`config.mk`:
```
export PLATFORM = sky130hd
export DESIGN_NAME = shifterTop
export DESIGN_NICKNAME = d
export VERILOG_FILES = /design/src/hw/shifterPkg.sv /design/src/hw/operandDecode.sv /design/src/hw/shiftControl.sv /design/src/hw/shiftDecoder.sv /design/src/hw/barrelShifter.sv /design/src/hw/shifterTop.sv
export SDC_FILE = /design/constraint.sdc
export NUM_CORES = 1
export LEC_CHECK = 0
export BUFFER_PORTS_ARGS = -buffer_cell sky130_fd_sc_hd__buf_4
export CORE_MARGIN = 1
export CORE_UTILIZATION = 35
export DETAILED_ROUTE_END_ITERATION = 10
export GPL_ROUTABILITY_DRIVEN = 0
export GPL_TIMING_DRIVEN = 0
export PLACE_DENSITY_LB_ADDON = 0.08
export SYNTH_ARGS = -nofsm -noshare
export SYNTH_HDL_FRONTEND = slang
export SYNTH_HIERARCHICAL = 1
export SYNTH_SLANG_ARGS = --single-unit
```
`constraint.sdc`:
```
create_clock -name clk -period 9.7 [get_ports clk]
set_clock_uncertainty 0.15 [all_clocks]
set_input_delay 1.455 -clock clk [delete_from_list [all_inputs] [get_ports clk]]
set_output_delay 1.455 -clock clk [all_outputs]
set_load 0.005 [all_outputs]
```
`src/hw/shifterPkg.sv`:
```
`default_nettype none

package shifterPkg;

  // Shift type field of a register operand
  localparam logic [1:0] shLsl = 2'b00;
  localparam logic [1:0] shLsr = 2'b01;
  localparam logic [1:0] shAsr = 2'b10;
  localparam logic [1:0] shRor = 2'b11; // RRX when encoded amount is 0

  // Operand 2 field, read as immediate or as shifted register
  typedef union packed {
    struct packed {
      logic [3:0] rot;        // Rotate right by twice this
      logic [7:0] value;
    } imm;
    struct packed {
      logic [4:0] amount;     // Immediate amount, or Rs index plus zero bit
      logic [1:0] shType;
      logic       regShift;   // Amount comes from Rs
      logic [3:0] rm;
    } sreg;
  } operand2T;

  // Request presented with inValid
  typedef struct packed {
    operand2T    op2;
    logic        isImm;       // Immediate form of operand 2
    logic [31:0] rmValue;
    logic [31:0] rsValue;     // Only low byte used
    logic        prevCarry;   // Current C flag
    logic        multCsel;    // Take RRX carry from multiplier
    logic        multCarry;
  } shiftReqT;

  // Registered result
  typedef struct packed {
    logic [31:0] value;
    logic        carry;
  } shiftResT;

  // Decoded operand 2, feeds shift control
  typedef struct packed {
    logic [1:0]  shType;
    logic [4:0]  rShamt;      // Encoded immediate amount
    logic [7:0]  rsrShamt;    // Low byte of Rs
    logic        isRtype;     // Shift by immediate amount
    logic        isRsrType;   // Shift by register amount
    logic        zeroRotate;  // Immediate with rotate field 0
    logic [31:0] operand;     // Value entering the shifter
  } shiftCtlT;

endpackage

`default_nettype wire

```
`src/hw/operandDecode.sv`:
```
`timescale 1ns/1ps
`default_nettype none

module operandDecode import shifterPkg::*; (
  input  shiftReqT req,
  output shiftCtlT ctl
);

  logic [4:0]  immRot;    // Twice the rotate field
  logic [63:0] immPair;   // Byte placed twice so a right shift rotates
  logic [63:0] immShift;
  logic [31:0] immValue;

  // Rotate right by 2 * rot
  assign immRot   = {req.op2.imm.rot, 1'b0};
  assign immPair  = {2{24'h000000, req.op2.imm.value}};
  assign immShift = immPair >> immRot;
  assign immValue = immShift[31:0];

  always_comb begin
    if (req.isImm) begin
      // Immediate bypasses the shifter
      ctl.shType     = shLsl;
      ctl.rShamt     = 5'd0;
      ctl.isRtype    = 1'b0;
      ctl.isRsrType  = 1'b0;
      ctl.zeroRotate = (req.op2.imm.rot == 4'd0); // Carry stays C
      ctl.operand    = immValue;
    end else begin
      ctl.shType     = req.op2.sreg.shType;
      ctl.rShamt     = req.op2.sreg.amount;
      ctl.isRtype    = ~req.op2.sreg.regShift;
      ctl.isRsrType  = req.op2.sreg.regShift;
      ctl.zeroRotate = 1'b0;
      ctl.operand    = req.rmValue;
    end
    ctl.rsrShamt = req.rsValue[7:0]; // Ignored unless RSR
  end

  // Bit 7 is zero in every RSR encoding, else it's another instruction class
  always_comb begin
    if (!req.isImm && req.op2.sreg.regShift) begin
      assert final (req.op2.sreg.amount[0] == 1'b0)
        else $error("RSR operand with bit 7 set");
    end
  end

endmodule

`default_nettype wire

```
`src/hw/shiftControl.sv`:
```
`timescale 1ns/1ps
`default_nettype none

module shiftControl import shifterPkg::*; (
  input  shiftCtlT   ctl,
  input  logic       prevCarry,
  input  logic       multCsel,
  input  logic       multCarry,
  input  logic       rot0,       // Unmasked rotator bit 0
  input  logic       rot31,      // Unmasked rotator bit 31
  output logic [4:0] shamt,
  output logic       left,
  output logic       arith,
  output logic       longShift,
  output logic       rrx,
  output logic       rrxIn,
  output logic       isShift,    // Masking shift, not a rotate
  output logic       carryOut
);

  logic       shiftSel;          // Register or RSR form
  logic [4:0] rAmt;
  logic [6:0] actualShift;       // 0 to 127 after saturation
  logic       shift0;
  logic       shift32;
  logic       shift33;           // 33 and above
  logic       a0;
  logic       a31;

  assign a0  = ctl.operand[0];
  assign a31 = ctl.operand[31];

  assign shiftSel = ctl.isRtype | ctl.isRsrType;

  // ROR #0 in the register form is RRX, a rotate by one
  assign rrx  = ctl.isRtype & (ctl.shType == shRor) & (ctl.rShamt == 5'd0);
  assign rAmt = rrx ? 5'd1 : ctl.rShamt;

  // Real amount; LSR and ASR #0 mean 32, LSL #0 stays 0
  always_comb begin
    if (!shiftSel)
      actualShift = 7'd0;
    else if (ctl.isRsrType)
      actualShift = {|ctl.rsrShamt[7:6], ctl.rsrShamt[5:0]}; // Saturate above 64
    else
      actualShift = {1'b0, (ctl.shType != shLsl) && (rAmt == 5'd0), rAmt};
  end

  // ROR of 32 and more wraps modulo 32, so no mask there
  assign longShift = (|actualShift[6:5]) & (ctl.shType != shRor);
  assign shamt     = actualShift[4:0];

  assign shift0  = (actualShift == 7'd0);
  assign shift32 = (actualShift == 7'd32);
  assign shift33 = (actualShift > 7'd32);

  always_comb begin
    case (ctl.shType)
      shLsl:   {isShift, left, arith} = 3'b110;
      shLsr:   {isShift, left, arith} = 3'b100;
      shAsr:   {isShift, left, arith} = 3'b101;
      default: {isShift, left, arith} = 3'b000; // ROR and RRX
    endcase
  end

  assign rrxIn = multCsel ? multCarry : prevCarry; // Bit entering at 31

  // Carry by form, amount class and type
  always_comb begin
    casez ({shiftSel, ctl.isRsrType, shift33, shift32, shift0, ctl.shType})
      // Immediate, C kept when not rotated
      7'b0_?_???_?? : carryOut = ctl.zeroRotate ? prevCarry : a31;
      // Amount 0, any form
      7'b1_?_001_?? : carryOut = prevCarry;
      // 1 to 31
      7'b1_?_000_00 : carryOut = rot0;  // LSL, last bit out on the left
      7'b1_?_000_?? : carryOut = rot31; // LSR ASR ROR, RRX gives a0 here
      // Register form, LSR or ASR #0
      7'b1_0_010_?? : carryOut = a31;
      // RSR by exactly 32
      7'b1_1_010_00 : carryOut = a0;
      7'b1_1_010_?? : carryOut = a31;
      // RSR by 33 and more
      7'b1_1_100_00,
      7'b1_1_100_01 : carryOut = 1'b0;  // Everything shifted out
      7'b1_1_100_10 : carryOut = a31;   // Sign
      7'b1_1_100_11 : carryOut = rot31; // Modulo 32 rotate
      default       : carryOut = prevCarry;
    endcase
  end

  // Decoder never flags both register forms
  always_comb begin
    if (ctl.isRtype) begin
      assert final (!ctl.isRsrType)
        else $error("Register and RSR forms both set");
    end
  end

endmodule

`default_nettype wire

```
`src/hw/shiftDecoder.sv`:
```
`timescale 1ns/1ps
`default_nettype none

module shiftDecoder (
  input  logic [4:0]  shamt,
  input  logic        left,
  output logic [4:0]  rotAmt,
  output logic [31:0] keepMask
);

  logic [4:0]  negAmt;     // 32 - shamt, modulo 32
  logic [31:0] rightMask;  // Top shamt bits cleared
  logic [31:0] leftMask;   // Low shamt bits cleared

  // Left by n is right rotate by 32 - n
  assign negAmt = 5'd0 - shamt;
  assign rotAmt = left ? negAmt : shamt;

  // Zero amount keeps every bit
  assign rightMask = 32'hFFFF_FFFF >> shamt;
  assign leftMask  = 32'hFFFF_FFFF << shamt;

  assign keepMask = left ? leftMask : rightMask;

endmodule

`default_nettype wire

```
`src/hw/barrelShifter.sv`:
```
`timescale 1ns/1ps
`default_nettype none

module barrelShifter (
  input  logic [31:0] operand,
  input  logic [4:0]  rotAmt,     // Right rotate amount
  input  logic [31:0] keepMask,
  input  logic        isShift,    // Apply mask, off for ROR
  input  logic        arith,      // Fill cleared bits with sign
  input  logic        longShift,  // 32 and more, nothing survives
  input  logic        rrxIn,
  input  logic        rrx,
  output logic [31:0] shifted,
  output logic        rot0,
  output logic        rot31
);

  logic [5:0][31:0] stage;        // Log rotator, stage 0 is the input
  logic [31:0]      fill;
  logic [31:0]      masked;
  logic [31:0]      filled;

  assign stage[0] = operand;

  // Stage i rotates right by 2**i
  for (genvar i = 0; i < 5; i++) begin : rotStage
    assign stage[i+1] = rotAmt[i] ? {stage[i][(1 << i) - 1:0], stage[i][31:(1 << i)]}
                                  : stage[i];
  end

  // Edge bits for carry, before any masking
  assign rot0  = stage[5][0];
  assign rot31 = stage[5][31];

  assign fill = {32{arith & operand[31]}};

  always_comb begin
    if (isShift)
      masked = (stage[5] & keepMask) | (fill & ~keepMask);
    else
      masked = stage[5];
  end

  assign filled  = longShift ? fill : masked;
  assign shifted = rrx ? {rrxIn, filled[30:0]} : filled; // C into bit 31

endmodule

`default_nettype wire

```
`src/hw/shifterTop.sv`:
```
`timescale 1ns/1ps
`default_nettype none

module shifterTop import shifterPkg::*; (
  input  logic     clk,
  input  logic     rst,
  input  logic     inValid,
  input  shiftReqT req,
  output logic     outValid,
  output shiftResT res
);

  shiftCtlT    ctl;
  logic [4:0]  shamt;
  logic [4:0]  rotAmt;
  logic [31:0] keepMask;
  logic [31:0] shifted;
  logic        left;
  logic        arith;
  logic        longShift;
  logic        rrx;
  logic        rrxIn;
  logic        isShift;
  logic        carryOut;
  logic        rot0;
  logic        rot31;
  logic        useShifter;  // Register forms only
  shiftResT    nextRes;

  operandDecode u_operandDecode (.req(req), .ctl(ctl));

  shiftControl u_shiftControl (
    .ctl(ctl), .prevCarry(req.prevCarry), .multCsel(req.multCsel),
    .multCarry(req.multCarry), .rot0(rot0), .rot31(rot31), .shamt(shamt),
    .left(left), .arith(arith), .longShift(longShift), .rrx(rrx), .rrxIn(rrxIn),
    .isShift(isShift), .carryOut(carryOut)
  );

  shiftDecoder u_shiftDecoder (.shamt(shamt), .left(left), .rotAmt(rotAmt), .keepMask(keepMask));

  barrelShifter u_barrelShifter (
    .operand(ctl.operand), .rotAmt(rotAmt), .keepMask(keepMask), .isShift(isShift),
    .arith(arith), .longShift(longShift), .rrxIn(rrxIn), .rrx(rrx),
    .shifted(shifted), .rot0(rot0), .rot31(rot31)
  );

  // Expanded immediate skips the rotator
  assign useShifter    = ctl.isRtype | ctl.isRsrType;
  assign nextRes.value = useShifter ? shifted : ctl.operand;
  assign nextRes.carry = carryOut;

  always_ff @(posedge clk) begin
    if (rst) begin
      outValid <= 1'b0;
      res      <= '0;
    end else begin
      outValid <= inValid;            // One cycle behind
      if (inValid)
        res <= nextRes;
    end
  end

  // Strobe carries a fully driven request
  assert property (@(posedge clk) disable iff (rst) inValid |-> !$isunknown(req))
    else $error("Request has unknown bits at a strobe");

  // Zero amount without long shift or RRX leaves the operand untouched
  assert property (@(posedge clk) disable iff (rst)
    inValid && useShifter && shamt == 5'd0 && !longShift && !rrx
    |-> shifted == ctl.operand)
    else $error("Operand changed by a zero amount shift");

endmodule

`default_nettype wire

```
## Yosys cells after proc, flatten, opt, wreduce, memory -nomap -nowiden

Index checks and enable logic that the tools add are counted.

- Flip-flop bits (word level): 34
- Input port bits: 83
- Output and inout bits: 34

- Add/subtract/negate cells: 1
- Order comparisons: 1
- Equal/unequal tests: 15
- Shift operators: 3
- Multiplexer cells: 24
- Bitwise operators: 11
- Reduce and logical (&&, ||, !) cells: 12

Operators by type and width:

| kind | count |
|---|---|
| two-way mux 32 bit | 10 |
| AND 32 bit | 2 |
| >> shifter 40 x 5 -> 32 bit | 1 |
| equality test 7 bit, second input constant | 5 |
| two-way mux 35 bit | 1 |
| inverter 32 bit | 1 |
| bitwise OR 32 bit | 1 |
| << shifter 32 x 5 -> 32 bit, first input constant | 1 |
| >> shifter 32 x 5 -> 32 bit, first input constant | 1 |
| two-way mux 7 bit | 3 |
| equality test 5 bit, second input constant | 2 |
| zero test 5 bit | 2 |
| two-way mux 5 bit | 2 |
| case mux 1 bit (3 select lines) | 3 |
| equality test 4 bit, second input constant | 2 |
| OR reduction 2 bit | 4 |
| equality test 7 x 6 -> 1 bit, second input constant | 1 |
| greater-than comparator 7 x 6 -> 1 bit, second input constant | 1 |
| zero test 7 bit | 1 |
| equality test 6 bit, second input constant | 1 |
| two-way mux 1 bit | 5 |
| subtractor 1 x 5 -> 5 bit, first input constant | 1 |
| AND 1 bit | 4 |
| equality test 2 bit, second input constant | 2 |
| 9 further kinds | 10 |

## Depth between registers and ports, before layout

- Depth in word-level cells: 22
- Mapped depth: 27
- Depth with buffers taken out: 22

## Hierarchy

Netlist, hierarchy kept.

By module, submodules not included:

| module | instances | cells each | area an instance (µm²) | seq. area each (µm²) |
|---|---|---|---|---|
| barrelShifter | 1 | 345 | 2772.7 | 0.0 |
| shifterTop | 1 | 190 | 1680.4 | 680.7 |
| operandDecode | 1 | 140 | 1028.5 | 0.0 |
| shiftDecoder | 1 | 121 | 693.2 | 0.0 |
| shiftControl | 1 | 55 | 350.3 | 0.0 |

## Least setup slack after synthesis

OpenSTA, ideal clock, no wires.

- Kind: input-to-reg
- Start: input req[67] (netlist name)
- End: register res[0] (netlist name)
- Library setup time: 0.065 ns
- Arrival time: 5.885 ns
- Slack: 3.601 ns
- Stages: 25
- Path buffers: 7
- Cells stage by stage: buf_6 -> clkbuf_1 -> nor2b_1 -> clkbuf_1 -> a22o_1 -> clkbuf_1 -> inv_1 -> ha_1 -> nand2_1 -> nand2_1 -> buf_6 -> buf_6 -> buf_6 -> mux2i_1 -> a22oi_1 -> nand2_1 -> mux4_2 -> inv_1 -> mux2i_1 -> nor2b_1 -> mux2i_1 -> a2111o_1 -> a32oi_1 -> mux2i_1 -> nor2_1

RTL lines:

| element | RTL line | text |
|---|---|---|
| start: declaration | shifterTop.sv:8 | `input shiftReqT req,` |
| end signal: assignment | shifterTop.sv:59 | `res <= nextRes;` |
| end: declaration | shifterTop.sv:10 | `output shiftResT res` |

==> impl_metrics.json <==
{
  "synth_warnings": 6,
  "synthesis.nets": 939,
  "synth-seq-area-share": 0.1043,
  "finalWirelength_um": 25120,
  "setup-tns-final_ps": 0,
  "place.port_buffers": 80,
  "worstReg2RegEnd": "res[13]$_SDFFE_PP0P_",
  "status": "complete, but fails checks",
  "synth_top_area_cell": "dfxtp_1",
  "floorplan.rows": 49,
  "antenna_cells_inserted": 0,
  "groute.usage.overall": 0.2545,
  "clock_path_buffers": 2,
  "route.detailed.vias_per_inst": 6.104,
  "latest_clock_arrival_within_the_worst_skew_pair_ps": 280,
  "dp.cells": 1161,
  "synth.lib_cells_used.distinct": 76,
  "slew_headroom": 0.3150,
  "cts_root_buffer_type": "clkbuf_16",
  "wire_length_of_the_first_global_routing_pass_um": 38050,
  "synthDominantCellAreaShare": 0.1043,
  "static-leakage-power_nw": 3.067,
  "detail-route-antenna-nets": 0,
  "die-area_um2": 19190,
  "path_clk_slew_ps": 60,
  "synth_common_cells": "87 x a21oi_1, 68 x nor2_1, 52 x mux2_2",
  "hold_path_origin": "res[25]$_SDFFE_PP0P_",
  "worst-setup-path-type": "in2reg",
  "detailroute.via_count": 7136,
  "drt_first_iter_violations": 611,
  "holdCritPathClass": "reg2reg",
  "cap_violations": 0,
  "whs_endpoint": "res[25]$_SDFFE_PP0P_",
  "timing.final.setup_violations": 0,
  "postSynthAreaPerCell_um2": 7.667,
  "antenna_found_initial": 0,
  "post-synth-top-count-cell": "a21oi_1",
  "die-width_um": 138.5,
  "synth_edf_count": 0,
  "grt_start_max_net_pins": 12,
  "post_route_cells_drive_above_1_share": 0.2340,
  "crit_path_end_kind": "register",
  "ff2ff_setup_slack_ps": 8770,
  "asyncSetResetFlopFracSynth": 0,
  "dp.final_hpwl_um": 20630,
  "grt_remaining_overflow": 0,
  "number_of_clock_sinks": 34,
  "ys_seq_elements": 34,
  "final_design_area_no_fill_um2": 7576,
  "synthFlopType": "dfxtp_1",
  "failing_checks": "design-rule violations",
  "clock_tree.htree_level_count": 2,
  "final_net_count": 1027,
  "crit_path_max_fanout": 10,
  "drt-wirelength-per-cell_um": 21.49,
  "cts_setup_buffers": 0,
  "tightest_slew_ps": 1026,
  "io_pins": 117,
  "timing.hold.worst_path_depth": 2,
  "layout-area-overhead-vs-synth_pct": 16.11,
  "starting_density": 0.3596,
  "die-height_um": 138.5,
  "syn_area_um2": 6525,
  "grt_setup_unrepaired": "no",
  "cp_data_arrival_time_ps": 7470,
  "netlist_top_cells_area": "dfxtp_1 10%, mux2_2 9.0%, a21oi_1 6.7%",
  "worst_ep_required_time_ps": 9760,
  "slew_viol_final": 0,
  "max_freq_ghz": 0.1351,
  "final_cell_count_no_fill": 1169,
  "grt_pass1_vias": 6609,
  "maximum_vdd_drop_uv": 78.57,
  "period_needed_ps": 7403,
  "cell_depth_of_the_worst_flop_to_flop_path": 2,
  "final.hold.worst_slack_ps": 336.8,
  "cts_hold_buffers": 0,
  "dr.pass1.iters": 8,
  "fin_util": 0.4175,
  "numCtsBuffers": 5,
  "post_synth_inst_count": 851,
  "timing.critical_path.from_type": "input pin",
  "drt_drc_violations_left": 13,
  "timing.final.crit_share": 0.7632,
  "cts_tree": "done",
  "regToRegStartpoint": "res[13]$_SDFFE_PP0P_",
  "core_region_area_um2": 18150,
  "post_cts_resized": 0,
  "timing.final.hold_violations": 0,
  "cellPowerDensity_nw_per_um2": 116.8,
  "place_area_um2": 7425
}
-- logic make-up (layout without fill, tap and decap cells) --
group,Yosys count,in the layout,synth area share
AND/OR/NAND/NOR,265,265,0.2255
flip-flops,34,34,0.1043
AO/OA/AOI/OAI,288,288,0.2991
adder cells (fa/ha/maj),5,5,0.009588
XOR/XNOR,3,3,0.004028
multiplexers,121,121,0.2512
buffers and inverters,135,224,0.1062
-- placed cells by master, fill, tap and decap left out, drive strengths merged, types with 3 or more instances in the layout --
cell type and count:
o221ai 21, xnor2 3, o31a 4, o32ai 5, clkbuf 52, and2 13
mux4 25, a31oi 5, nor2b 37, a22oi 10, nand2 51, o21ai 60
a32oi 3, buf 131, mux2i 40, dfxtp 34, mux2 56, ha 5
a311oi 32, a221oi 4, or2 7, o22ai 5, or3b 35, a221o 16
nor2 68, nand2b 33, nor3 6, a21oi 87, a21o 6, nand3 4
inv 39
-- worst max-delay path by stage --
stage / startpoint / to / cells past startpoint
floorplan: req[67] / res[0]$_SDFFE_PP0P_ / 25
global placement: req[67] / res[0]$_SDFFE_PP0P_ / 25
detailed placement: req[67] / res[0]$_SDFFE_PP0P_ / 25
CTS: req[67] / res[0]$_SDFFE_PP0P_ / 25
global route: req[67] / res[0]$_SDFFE_PP0P_ / 25
finish: req[67] / res[0]$_SDFFE_PP0P_ / 25
-- critical path, cell delays in order --
cell	delay, ps
buf_6	110
clkbuf_1	220
nor2b_1	670
clkbuf_1	380
a22o_1	260
clkbuf_1	430
inv_1	250
ha_1	340
nand2_1	50
nand2_1	90
buf_6	140
buf_6	170
buf_6	180
mux2i_1	150
a22oi_1	250
nand2_1	140
mux4_2	500
inv_1	90
mux2i_1	70
nor2b_1	160
mux2i_1	80
a2111o_1	460
a32oi_1	540
mux2i_1	150
nor2_1	120
-- power breakdown --
part | switching [W] | total, W | leakage (nW) | internal (W)
Sequential | 0.00000634 | 0.000159 | 0.282 | 0.000152
Clock | 0.0000601 | 0.000162 | 0.0729 | 0.000102
Combinational | 0.000322 | 0.000565 | 2.71 | 0.000243
-- sequential cells by signal, indices dropped and copies added, names as in the netlist --
signal and flops:
res 33, outValid 1
-- metal layers --
| metal | wire length, um | up-vias | GRT usage | share of wire |
|---|---|---|---|---|
| met1 | 11340 | 3361 | 0.3552 | 0.45 |
| met3 | 1816 | 32 | 0.03039 | 0.072 |
| met5 | 0 | - | 0 | 0 |
| met2 | 11300 | 353 | 0.4093 | 0.45 |
| met4 | 665 | 0 | 0.07629 | 0.026 |
| li1 | - | 3390 | - | - |
-- per-stage QoR --
step	power (W)	worst slack, ps
3_3_place_gp	0.0007151	2116
3_5_place_dp	0.0007122	2177
4_1_cts	0.0008750	2429
2_1_floorplan	0.0005378	3601
5_1_grt	0.0009337	1977
6_report	0.0008849	2297
-- cell type report --
cell class,count,area (um^2)
buffer,96,546.8
inverter,39,146.4
fill,1932,10570
timing repair buffer,81,605.6
multi-input combinational,682,5159
clock inverter,2,12.51
sequential,34,680.7
clock buffer,6,138.9
tap,229,286.5
(Power assumes the default switching activity.)
